$ cat config.mk
export PLATFORM = sky130hd
export DESIGN_NAME = fix_engine_top
export DESIGN_NICKNAME = d
export VERILOG_FILES = /design/src/hdl/fix_msg_pkg.sv /design/src/hdl/host_reg_pkg.sv /design/src/hdl/fix_host_slave.sv /design/src/hdl/fix_session_fsm.sv /design/src/hdl/fix_byte_counter.sv /design/src/hdl/fix_msg_composer.sv /design/src/hdl/fix_msg_buffer.sv /design/src/hdl/fix_engine_top.sv
export SDC_FILE = /design/constraint.sdc
export NUM_CORES = 1
export LEC_CHECK = 0
export CORE_MARGIN = 1.5
export CORE_UTILIZATION = 47
export DETAILED_ROUTE_END_ITERATION = 16
export DONT_BUFFER_PORTS = 1
export PLACE_DENSITY = 0.74
export SYNTH_ARGS = -nofsm -noshare
export SYNTH_HDL_FRONTEND = slang
export SYNTH_SLANG_ARGS = --single-unit
$ cat constraint.sdc
create_clock -name clk -period 3.1 [get_ports clk]
set_input_delay 0.62 -clock clk [delete_from_list [all_inputs] [get_ports clk]]
set_output_delay 0.62 -clock clk [all_outputs]
set_load 0.01 [all_outputs]
$ cat src/hdl/fix_msg_pkg.sv
package fix_msg_pkg;

	// one byte of the outgoing message
	typedef logic [7:0] msg_byte_t;

	// ******************************
	// framing constants
	// ******************************

	// field separator
	localparam msg_byte_t SOH = 8'h01;

	// host command that opens a session
	localparam msg_byte_t CONNECT_CMD = 8'hdd;

	// fixed logon length in bytes
	localparam int MSG_LEN = 16;

	// byte positions filled at build time
	localparam int SENDER_POS = 13;
	localparam int CSUM_POS = 15;

	// logon skeleton, element 0 goes out first
	// placeholders at SENDER_POS and CSUM_POS are overwritten
	localparam logic [0:MSG_LEN-1][7:0] MSG_TEMPLATE = {
		"8=FIX.4.2",
		SOH,
		"49=",
		8'h00,
		SOH,
		8'h00
	};

endpackage

$ cat src/hdl/host_reg_pkg.sv
package host_reg_pkg;

	// ******************************
	// host register map
	// ******************************

	// status byte, read only
	localparam logic [2:0] ADDR_STATUS = 3'd0;
	// message byte at read pointer, read advances pointer
	localparam logic [2:0] ADDR_RDATA = 3'd1;
	// index of last stored byte
	localparam logic [2:0] ADDR_FINAL = 3'd2;
	// sender identifier, write only
	localparam logic [2:0] ADDR_SENDER = 3'd3;
	// connect command, write only
	localparam logic [2:0] ADDR_CONN = 3'd6;

	// one host bus beat
	typedef struct packed {
		logic [2:0] address;
		logic       read;
		logic       write;
		logic [7:0] writedata;
	} host_req_t;

	// status register layout
	typedef struct packed {
		// upper bits read as zero
		logic [5:0] zero;
		// unread bytes remain
		logic       ready_to_read;
		// message fully stored
		logic       done;
	} status_t;

endpackage

$ cat src/hdl/fix_host_slave.sv
module fix_host_slave (
	input  logic                    clk,
	input  logic                    reset,
	// host port
	input  host_reg_pkg::host_req_t host_req,
	output logic [7:0]              slave_readdata,
	// engine side
	input  logic                    fix_message_sent,
	input  logic                    ready_to_read,
	input  logic [7:0]              final_index,
	input  fix_msg_pkg::msg_byte_t  data_out_2,
	output logic                    read_request,
	output logic [7:0]              session_initiate,
	output logic [7:0]              sender_id
);
	import host_reg_pkg::*;
	import fix_msg_pkg::*;

	// done flag of status
	logic done;
	// assembled status byte
	status_t status;
	// selected read value before the output register
	logic [7:0] read_mux;

	// ******************************
	// read side
	// ******************************

	assign status = '{zero: 6'd0, ready_to_read: ready_to_read, done: done};

	// register map decode, unmapped and write-only read as 0
	always_comb
	begin
		case (host_req.address)
			ADDR_STATUS: read_mux = status;
			ADDR_RDATA:  read_mux = data_out_2;
			ADDR_FINAL:  read_mux = final_index;
			default:     read_mux = 8'h00;
		endcase
	end

	// capture on read strobe, hold until next read
	always_ff @(posedge clk or posedge reset)
	begin
		if (reset)
			slave_readdata <= 8'h00;
		else if (host_req.read)
			slave_readdata <= read_mux;
	end

	// buffer pointer steps with every RDATA read
	assign read_request = host_req.read && (host_req.address == ADDR_RDATA);

	// ******************************
	// write side
	// ******************************

	// sender byte, kept until rewritten
	always_ff @(posedge clk or posedge reset)
	begin
		if (reset)
			sender_id <= 8'h00;
		else if (host_req.write && (host_req.address == ADDR_SENDER))
			sender_id <= host_req.writedata;
	end

	// connect byte lives for one cycle only
	always_ff @(posedge clk or posedge reset)
	begin
		if (reset)
			session_initiate <= 8'h00;
		else if (host_req.write && (host_req.address == ADDR_CONN))
			session_initiate <= host_req.writedata;
		else
			session_initiate <= 8'h00;
	end

	// done set by the engine, a fresh connect wins over a late set
	always_ff @(posedge clk or posedge reset)
	begin
		if (reset)
			done <= 1'b0;
		else if (session_initiate == CONNECT_CMD)
			done <= 1'b0;
		else if (fix_message_sent)
			done <= 1'b1;
	end

endmodule

$ cat src/hdl/fix_session_fsm.sv
module fix_session_fsm (
	input  logic       clk,
	input  logic       reset,
	// connect byte from the host port
	input  logic [7:0] session_initiate,
	// counter at final byte
	input  logic       last_byte,
	// build control
	output logic       build_start,
	output logic       build_en,
	output logic       fix_message_sent
);
	import fix_msg_pkg::*;

	typedef enum logic [1:0] {
		IDLE,
		START,
		BUILD,
		SENT
	} state_t;

	state_t state;
	state_t state_next;

	// only the connect command counts, other bytes are dropped
	logic connect;

	assign connect = (session_initiate == CONNECT_CMD);

	// ******************************
	// next state
	// ******************************

	always_comb
	begin
		state_next = state;
		// reconnect restarts from any state
		if (connect)
			state_next = START;
		else
		begin
			case (state)
				IDLE:
					state_next = IDLE;
				START:
					state_next = BUILD;
				BUILD:
				begin
					// final byte composed this cycle
					if (last_byte)
						state_next = SENT;
				end
				SENT:
					state_next = IDLE;
				default:
					state_next = IDLE;
			endcase
		end
	end

	always_ff @(posedge clk or posedge reset)
	begin
		if (reset)
			state <= IDLE;
		else
			state <= state_next;
	end

	// ******************************
	// outputs, decoded from state
	// ******************************

	// one cycle, clears counter, checksum and buffer
	assign build_start = (state == START);

	// one byte per cycle while building
	assign build_en = (state == BUILD);

	// single pulse after the last byte
	assign fix_message_sent = (state == SENT);

endmodule

$ cat src/hdl/fix_byte_counter.sv
module fix_byte_counter #(
	parameter int DEPTH = 16
) (
	input  logic                     clk,
	input  logic                     reset,
	input  logic                     clear,
	input  logic                     enable,
	output logic [$clog2(DEPTH)-1:0] index,
	output logic                     last_byte
);
	import fix_msg_pkg::*;

	localparam int IW = $clog2(DEPTH);

	// terminal count, last message byte
	localparam logic [IW-1:0] LAST = IW'(MSG_LEN - 1);

	assign last_byte = (index == LAST);

	// step while building, park at the terminal count
	always_ff @(posedge clk or posedge reset)
	begin
		if (reset)
			index <= '0;
		else if (clear)
			index <= '0;
		else if (enable && !last_byte)
			index <= index + 1'b1;
	end

endmodule

$ cat src/hdl/fix_msg_composer.sv
module fix_msg_composer (
	input  logic                                    clk,
	input  logic                                    reset,
	// new build
	input  logic                                    clear,
	// compose one byte this cycle
	input  logic                                    enable,
	input  logic [$clog2(fix_msg_pkg::MSG_LEN)-1:0] index,
	input  logic [7:0]                              sender_id,
	// buffer write port
	output logic                                    wr_en,
	output logic [$clog2(fix_msg_pkg::MSG_LEN)-1:0] wr_addr,
	output fix_msg_pkg::msg_byte_t                  wr_data
);
	import fix_msg_pkg::*;

	// running sum mod 256 of bytes so far
	msg_byte_t csum;
	// byte for the current index
	msg_byte_t byte_next;

	// ******************************
	// byte select
	// ******************************

	always_comb
	begin
		if (index == SENDER_POS)
			byte_next = sender_id;
		else if (index == CSUM_POS)
			byte_next = csum;
		else
			byte_next = MSG_TEMPLATE[index];
	end

	// checksum accumulator and write strobe
	always_ff @(posedge clk or posedge reset)
	begin
		if (reset)
		begin
			wr_en <= 1'b0;
			csum <= 8'h00;
		end
		else if (clear)
		begin
			wr_en <= 1'b0;
			csum <= 8'h00;
		end
		else
		begin
			wr_en <= enable;
			// checksum byte does not add to itself
			if (enable && (index != CSUM_POS))
				csum <= csum + byte_next;
		end
	end

	// address and data follow the strobe
	always_ff @(posedge clk)
	begin
		if (enable)
		begin
			wr_addr <= index;
			wr_data <= byte_next;
		end
	end

endmodule

$ cat src/hdl/fix_msg_buffer.sv
module fix_msg_buffer #(
	parameter int DEPTH = 16
) (
	input  logic                     clk,
	input  logic                     reset,
	// new build, drops the old message
	input  logic                     clear,
	// composer write port
	input  logic                     wr_en,
	input  logic [$clog2(DEPTH)-1:0] wr_addr,
	input  fix_msg_pkg::msg_byte_t   wr_data,
	// host read side
	input  logic                     read_request,
	output fix_msg_pkg::msg_byte_t   data_out_2,
	output logic [7:0]               final_index,
	output logic                     ready_to_read
);
	import fix_msg_pkg::*;

	localparam int AW = $clog2(DEPTH);

	msg_byte_t mem [DEPTH];

	// next byte for the host
	logic [7:0] rd_ptr;
	// set by first write after clear
	logic valid;
	// write address at the width of final_index
	logic [7:0] wr_addr_ext;

	assign wr_addr_ext = 8'(wr_addr);

	// storage
	always_ff @(posedge clk)
	begin
		if (wr_en)
			mem[wr_addr] <= wr_data;
	end

	// highest written address and valid flag
	always_ff @(posedge clk or posedge reset)
	begin
		if (reset)
		begin
			final_index <= 8'h00;
			valid <= 1'b0;
		end
		else if (clear)
		begin
			final_index <= 8'h00;
			valid <= 1'b0;
		end
		else if (wr_en)
		begin
			valid <= 1'b1;
			if (!valid || (wr_addr_ext > final_index))
				final_index <= wr_addr_ext;
		end
	end

	// ******************************
	// read pointer
	// ******************************

	assign ready_to_read = valid && (rd_ptr <= final_index);

	// past the end reads as zero
	assign data_out_2 = ready_to_read ? mem[rd_ptr[AW-1:0]] : 8'h00;

	// stops once the last byte is taken
	always_ff @(posedge clk or posedge reset)
	begin
		if (reset)
			rd_ptr <= 8'h00;
		else if (clear)
			rd_ptr <= 8'h00;
		else if (read_request && ready_to_read)
			rd_ptr <= rd_ptr + 8'd1;
	end

endmodule

$ cat src/hdl/fix_engine_top.sv
module fix_engine_top #(
	// buffer size, at least the message length
	parameter int DEPTH = 16
) (
	input  logic                    clk,
	input  logic                    reset,
	input  host_reg_pkg::host_req_t host_req,
	output logic [7:0]              slave_readdata
);
	import fix_msg_pkg::*;

	localparam int AW = $clog2(DEPTH);
	localparam int MW = $clog2(MSG_LEN);

	// host port to engine
	logic [7:0] session_initiate;
	logic [7:0] sender_id;
	logic read_request;
	// session control
	logic build_start;
	logic build_en;
	logic fix_message_sent;
	logic last_byte;
	logic [AW-1:0] byte_index;
	// composer to buffer
	logic wr_en;
	logic [MW-1:0] wr_addr;
	msg_byte_t wr_data;
	// buffer back to host port
	msg_byte_t data_out_2;
	logic [7:0] final_index;
	logic ready_to_read;

	fix_host_slave u_fix_host_slave (
		.clk              (clk),
		.reset            (reset),
		.host_req         (host_req),
		.slave_readdata   (slave_readdata),
		.fix_message_sent (fix_message_sent),
		.ready_to_read    (ready_to_read),
		.final_index      (final_index),
		.data_out_2       (data_out_2),
		.read_request     (read_request),
		.session_initiate (session_initiate),
		.sender_id        (sender_id)
	);

	fix_session_fsm u_fix_session_fsm (
		.clk              (clk),
		.reset            (reset),
		.session_initiate (session_initiate),
		.last_byte        (last_byte),
		.build_start      (build_start),
		.build_en         (build_en),
		.fix_message_sent (fix_message_sent)
	);

	fix_byte_counter #(
		.DEPTH (DEPTH)
	) u_fix_byte_counter (
		.clk       (clk),
		.reset     (reset),
		.clear     (build_start),
		.enable    (build_en),
		.index     (byte_index),
		.last_byte (last_byte)
	);

	// index never passes MSG_LEN-1, low bits are enough
	fix_msg_composer u_fix_msg_composer (
		.clk       (clk),
		.reset     (reset),
		.clear     (build_start),
		.enable    (build_en),
		.index     (byte_index[MW-1:0]),
		.sender_id (sender_id),
		.wr_en     (wr_en),
		.wr_addr   (wr_addr),
		.wr_data   (wr_data)
	);

	fix_msg_buffer #(
		.DEPTH (DEPTH)
	) u_fix_msg_buffer (
		.clk           (clk),
		.reset         (reset),
		.clear         (build_start),
		.wr_en         (wr_en),
		.wr_addr       (AW'(wr_addr)),
		.wr_data       (wr_data),
		.read_request  (read_request),
		.data_out_2    (data_out_2),
		.final_index   (final_index),
		.ready_to_read (ready_to_read)
	);

endmodule

# After elaboration in Yosys (flattened, before gate mapping)
# Memory sizes are Yosys's and may differ from the RTL's.
# Cells that the tools add are included.
# op_classes
n_bitwise	1
eq_ne	12
order_cmp	3
n_mux	26
add_sub_neg	3
reduce_logical	20
# ops
operator	count
$mux W8	13
$pmux W8 S3	1
$reduce_bool A2 Y1	6
$add A8 B1 Y8 const B	1
$add A8 B8 Y8	1
$eq A4 B4 Y1 const B	2
$eq A8 B8 Y1 const B	1
$gt A4 B8 Y1	1
$le A8 B8 Y1	1
$mux W4	2
$logic_and A1 B1 Y1	7
$mux W1	7
$eq A3 B2 Y1 const B	2
$pmux W2 S3	1
$ge A5 B5 Y1 const B	1
$not A4 Y5	1
$add A4 B1 Y4 const B	1
$eq A2 B2 Y1 const B	2
$mux W2	2
$ne A4 B4 Y1 const B	1
$eq A3 B1 Y1 const B	1
$eq A3 B3 Y1 const B	1
$logic_not A3 Y1	1
$ne A3 B3 Y1 const B	1
6 further kinds	7
# word_totals
out_inout_bits	8
register_bits	69
mem_bits_rw	128
romBits	128
mem_count	2
# memory_table
name	depth	word_bits	rd	rd_clocked_by_memory_dff	write_ports	line	text
(name not given)	16	8	1	0	0	fix_msg_composer.sv:33	byte_next = MSG_TEMPLATE[index];
u_fix_msg_buffer.mem	16	8	1	0	1	fix_msg_buffer.sv:22	msg_byte_t mem [DEPTH];

# Depth between registers and ports, before layout
# depth
depth_word	9
depth_mapped	14
mapped_depth_nobuf	14

# Hierarchy
# A second synthesis with hierarchy kept.
# unflattened
hier_cells	586
hier_area_um2	8760.9
# modules_own_cells
module	seq_area_each_um2	cells_per_inst	n_inst	area_each_um2
fix_msg_buffer	4169.0	309	1	5828.1
fix_msg_composer	585.6	158	1	1480.2
fix_host_slave	625.6	82	1	1057.3
fix_byte_counter	100.1	21	1	232.7
fix_session_fsm	50.0	16	1	162.7

# Worst setup path after synthesis
# No wires, ideal clock.
# synth_path
path_kind	register -> register
start	register u_fix_byte_counter.index[1]
end	register u_fix_msg_composer.csum[7]
t_arrival_ns	2.777
t_required_ns	3.006
stages_incl_launch_ff	14
setup_ns	0.094
n_path_buf	1
synth_period_minus_slack_ns	2.870
path_slack_ns	0.230
path_cell_list	dfrtp_1 inv_1 ha_1 clkbuf_1 nor2_1 a21oi_1 a21oi_1 a21o_1 ha_1 a211oi_1 o21ai_0 a31oi_1 xnor2_1 a211oi_1
# synth_via
elab_chain_len	9
# synth_rtl
item	line	text
from (decl)	fix_byte_counter.sv:8	output logic [$clog2(DEPTH)-1:0] index,
from (signal assigned)	fix_byte_counter.sv:28	index <= index + 1'b1;
$not A4 Y5 (not written as such)	fix_msg_composer.sv:33	
$mem_v2 Z16 W8	n/a	
$mux W8 (not written as such) (2 in a row)	fix_msg_composer.sv:33	
$mux W8	fix_msg_composer.sv:30	else if (index == CSUM_POS)
$mux W8 *	fix_msg_composer.sv:28	if (index == SENDER_POS)
via u_fix_msg_composer.byte_next[1]	fix_msg_composer.sv:20	msg_byte_t byte_next;
$add A8 B8 Y8 *	fix_msg_composer.sv:54	csum <= csum + byte_next;
$mux W8 *	fix_msg_composer.sv:53	if (enable && (index != CSUM_POS))
$mux W8 *	fix_msg_composer.sv:44	else if (clear)
to (signal assigned)	fix_msg_composer.sv:54	
to (decl)	fix_msg_composer.sv:18	msg_byte_t csum;
# Mark *: on every way through the listed nets, which the timed path passes. The rest lies on a longest branch. The select of a mux whose other input is x is not followed.
# A chain may end at the register's enable or synchronous reset.

# Final worst setup path
# layout_path
start	register u_fix_byte_counter.index[0]
end	register u_fix_msg_composer.csum[4]
# Same word-level chain as after synthesis.

==> flow_metrics.env <==
export IMPL_period_needed_ps=2912
export IMPL_rsz0062_at_grt="false"
export IMPL_synth_edf_count=140
export IMPL_crit_path_start="u_fix_byte_counter.index[0]"
export IMPL_io_pins=23
export IMPL_crit_fanout=6
export IMPL_start_util=0.4767
export IMPL_clockBufferDepth=2
export IMPL_multi_input_area_sq_um=2831
export IMPL_synthDistinctLibCells=58
export IMPL_powerDensity_nw_per_um2=543.4
export IMPL_cp_num_cells=13
export IMPL_cpPeakStageDelay_ps=460
export IMPL_power_mw=5.153
export IMPL_pwr_share_comb=0.046
export IMPL_rows=49
export IMPL_seq_area_frac_synth=0.6481
export IMPL_gp_congestion=0.8539
export IMPL_track_usage=0.1909
export IMPL_p_leak_nw=3.265
export IMPL_io_buffer_count=0
export IMPL_antenna_found_initial=0
export IMPL_clock_sinks=193
export IMPL_wl_mm=17.50
export IMPL_synth_avg_cell_area_sq_um=14.69
export IMPL_worst_r2r_endpoint="u_fix_msg_composer.csum[4]"
export IMPL_remaining_drc_errors=0
export IMPL_path_class="reg2reg"
export IMPL_hpwl_mm=11.70
export IMPL_arrival_ps=3170
export IMPL_cp_data_required_time_ps=3360
export IMPL_syn_inst=581
export IMPL_fill_cells=1425
export IMPL_finalCritPeriodShare=0.9393
export IMPL_cts_buffers_inserted=17
export IMPL_slew_headroom=0.2321
export IMPL_status="finished, final reports clean"
export IMPL_p_seq_frac=0.546
export IMPL_grt_max_degree=32
export IMPL_diodes=0
export IMPL_nNetsFinal=640
export IMPL_synth_seq_cells=193
export IMPL_synthArstFlopShare=0.2746
export IMPL_grt_pass1_wl_mm=26.43
export IMPL_dieArea_sq_um=18970
export IMPL_totalNegativeSetupSlack_ps=0
export IMPL_wire_per_inst_microns=20.86
export IMPL_preCtsSetupSlack_ps=42.52
export IMPL_core_sq_um=17900
export IMPL_r2r_slack_ps=190
export IMPL_htreeDepth=4
export IMPL_drive_gt1_frac=0.1902
export IMPL_max_freq_mhz=343.4
export IMPL_synth_warning_count=0
export IMPL_placedCellCount=807
export IMPL_die_h_microns=137.7
export IMPL_cts_clk_slew_worst_paths_ps=80
export IMPL_vdd_drop_max_mv=0.4853
export IMPL_intPower_mw=3.957
export IMPL_maxSlewViolCount=0
export IMPL_skew_ps=16.45
export IMPL_routed_via_density=5.900
export IMPL_endpoint_kind="flop"
export IMPL_worst_slack_ps=188.2
export IMPL_cts_tree="yes"
export IMPL_clk_insertion_delay_late_ps=440
export IMPL_finalHoldViolations=0
export IMPL_ctsHoldBuffers=0
export IMPL_cts_root_buffer="clkbuf_16"
export IMPL_register_area_sq_um=5533
export IMPL_synth_area_leaders="edfxtp_1 49%, dfrtp_1 16%, mux4_2 8.2%"
export IMPL_synth_top_area_cell="edfxtp_1"
export IMPL_p_sw_frac=0.2322
export IMPL_cp_buffers_inverters=1
export IMPL_synth_nets=624
export IMPL_ant_nets=0
export IMPL_vias=4950
export IMPL_syn_area_sq_um=8533
export IMPL_hp_class="in2async"
export IMPL_crit_family="compound AO/OA/AOI/OAI gates"
export IMPL_switching_power_mw=1.196
export IMPL_ys_flop_type="edfxtp_1"
export IMPL_synth_top_area_frac=0.4927
export IMPL_r2r_start="u_fix_byte_counter.index[0]"
export IMPL_first_pass_iters=4
export IMPL_worstPathCellList="inv_2, ha_1, mux2i_1, o21ai_0, o22ai_1, a21oi_1, a41o_1, ha_1, nor2b_1, o21a_1, or3_1, nand3_1, a21oi_1"
export IMPL_rr_worst_depth=13
export IMPL_finish_utilization=0.5298
export IMPL_worst_pin_slew_ps=1152
export IMPL_pwr_share_clk=0.408
export IMPL_critPathLaunchType="flop"
export IMPL_drv_cap=0
export IMPL_gr_total_overflow=0
export IMPL_drt_iter0_drc=384
export IMPL_setup_viol=0
export IMPL_crit_slowest_cell="dfrtp_2"
export IMPL_die_w_microns=137.7
export IMPL_area_growth_pct=11.14
export IMPL_final_cells=839
export IMPL_grt_pass1_vias=4789
## worst max-delay path by stage
stage                                       to  slack (ps)
floorplan           u_fix_msg_composer.csum[7]         230
global placement    u_fix_msg_composer.csum[7]         240
global route        u_fix_msg_composer.csum[7]           9
finish              u_fix_msg_composer.csum[4]         190
detailed placement  u_fix_msg_composer.csum[7]          40
CTS                 u_fix_msg_composer.csum[7]           7
## cell families (layout without fill, tap and decap cells)
group / count (synthesis) / count (layout) / synth area share
simple gates: 154 / 154 / 0.09355
buf+inv: 48 / 77 / 0.02243
mux: 63 / 63 / 0.1218
compound gates: 92 / 92 / 0.06906
fa+ha+maj: 28 / 28 / 0.04194
flops: 193 / 193 / 0.6481
xor+xnor: 3 / 3 / 0.003080
## worst reg2reg max path, delay by kind of cell (launching register included)
kind | cells | cell delay [ps]
muxes | 1 | 140
AOI/OAI and AO/OA | 6 | 850
and+or+nand+nor | 3 | 560
DFF | 1 | 460
buffers and inverters | 1 | 130
adders and majority gates | 2 | 610
## state kept, by name, indices dropped and copies added, names as in the netlist, 2 cells and up
signal,cells
u_fix_msg_buffer.mem,128
u_fix_host_slave.sender_id,8
u_fix_msg_composer.wr_data,8
u_fix_session_fsm.state,2
u_fix_msg_composer.wr_addr,4
u_fix_msg_buffer.rd_ptr,8
u_fix_msg_composer.csum,8
u_fix_msg_buffer.final_index,4
u_fix_host_slave.slave_readdata,8
u_fix_host_slave.session_initiate,8
u_fix_byte_counter.index,4
## placed cells by master, fill, tap and decap left out, drive strengths merged, types with 3 or more instances in the layout
master,count
edfxtp,140
dfrtp,53
nor2,48
mux4,31
a21oi,30
inv,30
ha,27
nand2,25
buf,22
o21ai,18
nand3,17
clkbuf,17
mux2,17
mux2i,15
and2,11
nand2b,10
nor2b,9
nor3,7
clkinv,7
o2bb2ai,5
nand4b,5
a31oi,5
a211oi,5
a21o,4
o21a,3
o221ai,3
and3,3
o211ai,3
nand3b,3
xnor2,3
nor4,3
o31ai,3
## per-stage QoR
stage | cell area (sq um) | hold WS (ps)
floorplan | 8533 | 423.1
global placement | 8894 | 469.8
detailed placement | 8894 | 484.2
CTS | 9463 | 94.61
global route | 9484 | 117.7
finish | 9484 | 92.74
## power groups by stage
stage          logic [mW]  clock network, mW  registers, mW
2_1_floorplan       0.191                  0           2.85
3_3_place_gp        0.230                  0           2.87
3_5_place_dp        0.241                  0           2.87
4_1_cts             0.241               2.13           2.81
5_1_grt             0.267               2.23           2.82
6_report            0.239               2.10           2.81
## metal layers
layer	wire length [microns]	vias up	part of all wire	track usage
li1	-	2252	-	-
met1	7483	2514	0.43	0.2499
met2	8793	164	0.50	0.3114
met3	893	20	0.051	0.04231
met4	333	0	0.019	0.07407
met5	0	-	0	0
## cell usage after synthesis (5+ instances only)
cell type / n
and2_1: 11
nand2b_1: 10
mux4_2: 31
nand3_1: 17
nand4b_1: 5
nor3_1: 7
mux2i_1: 15
ha_1: 27
buf_1: 5
inv_1: 22
a31oi_1: 5
edfxtp_1: 140
dfrtp_1: 53
nand2_1: 25
nor2_1: 48
buf_2: 6
nor2b_1: 9
o21ai_0: 18
mux2_2: 16
o2bb2ai_1: 5
clkbuf_1: 13
a21oi_1: 30
a211oi_1: 5
## layout make-up
class                   count  area share
flip-flops and latches    193      0.5834
inverters                  23    0.009103
repair buffers             22     0.01873
multi-input cells         340      0.2985
well taps                 229     0.03021
clock inverters            15     0.01517
clock buffers              17     0.04485
## timing repair
item / CTS / global route
setup buffers: 0 / 0
gates resized for setup: 0 / 8
endpoints found under the setup margin: 0 / 4
Note: power is estimated with default switching activity, not from simulation.
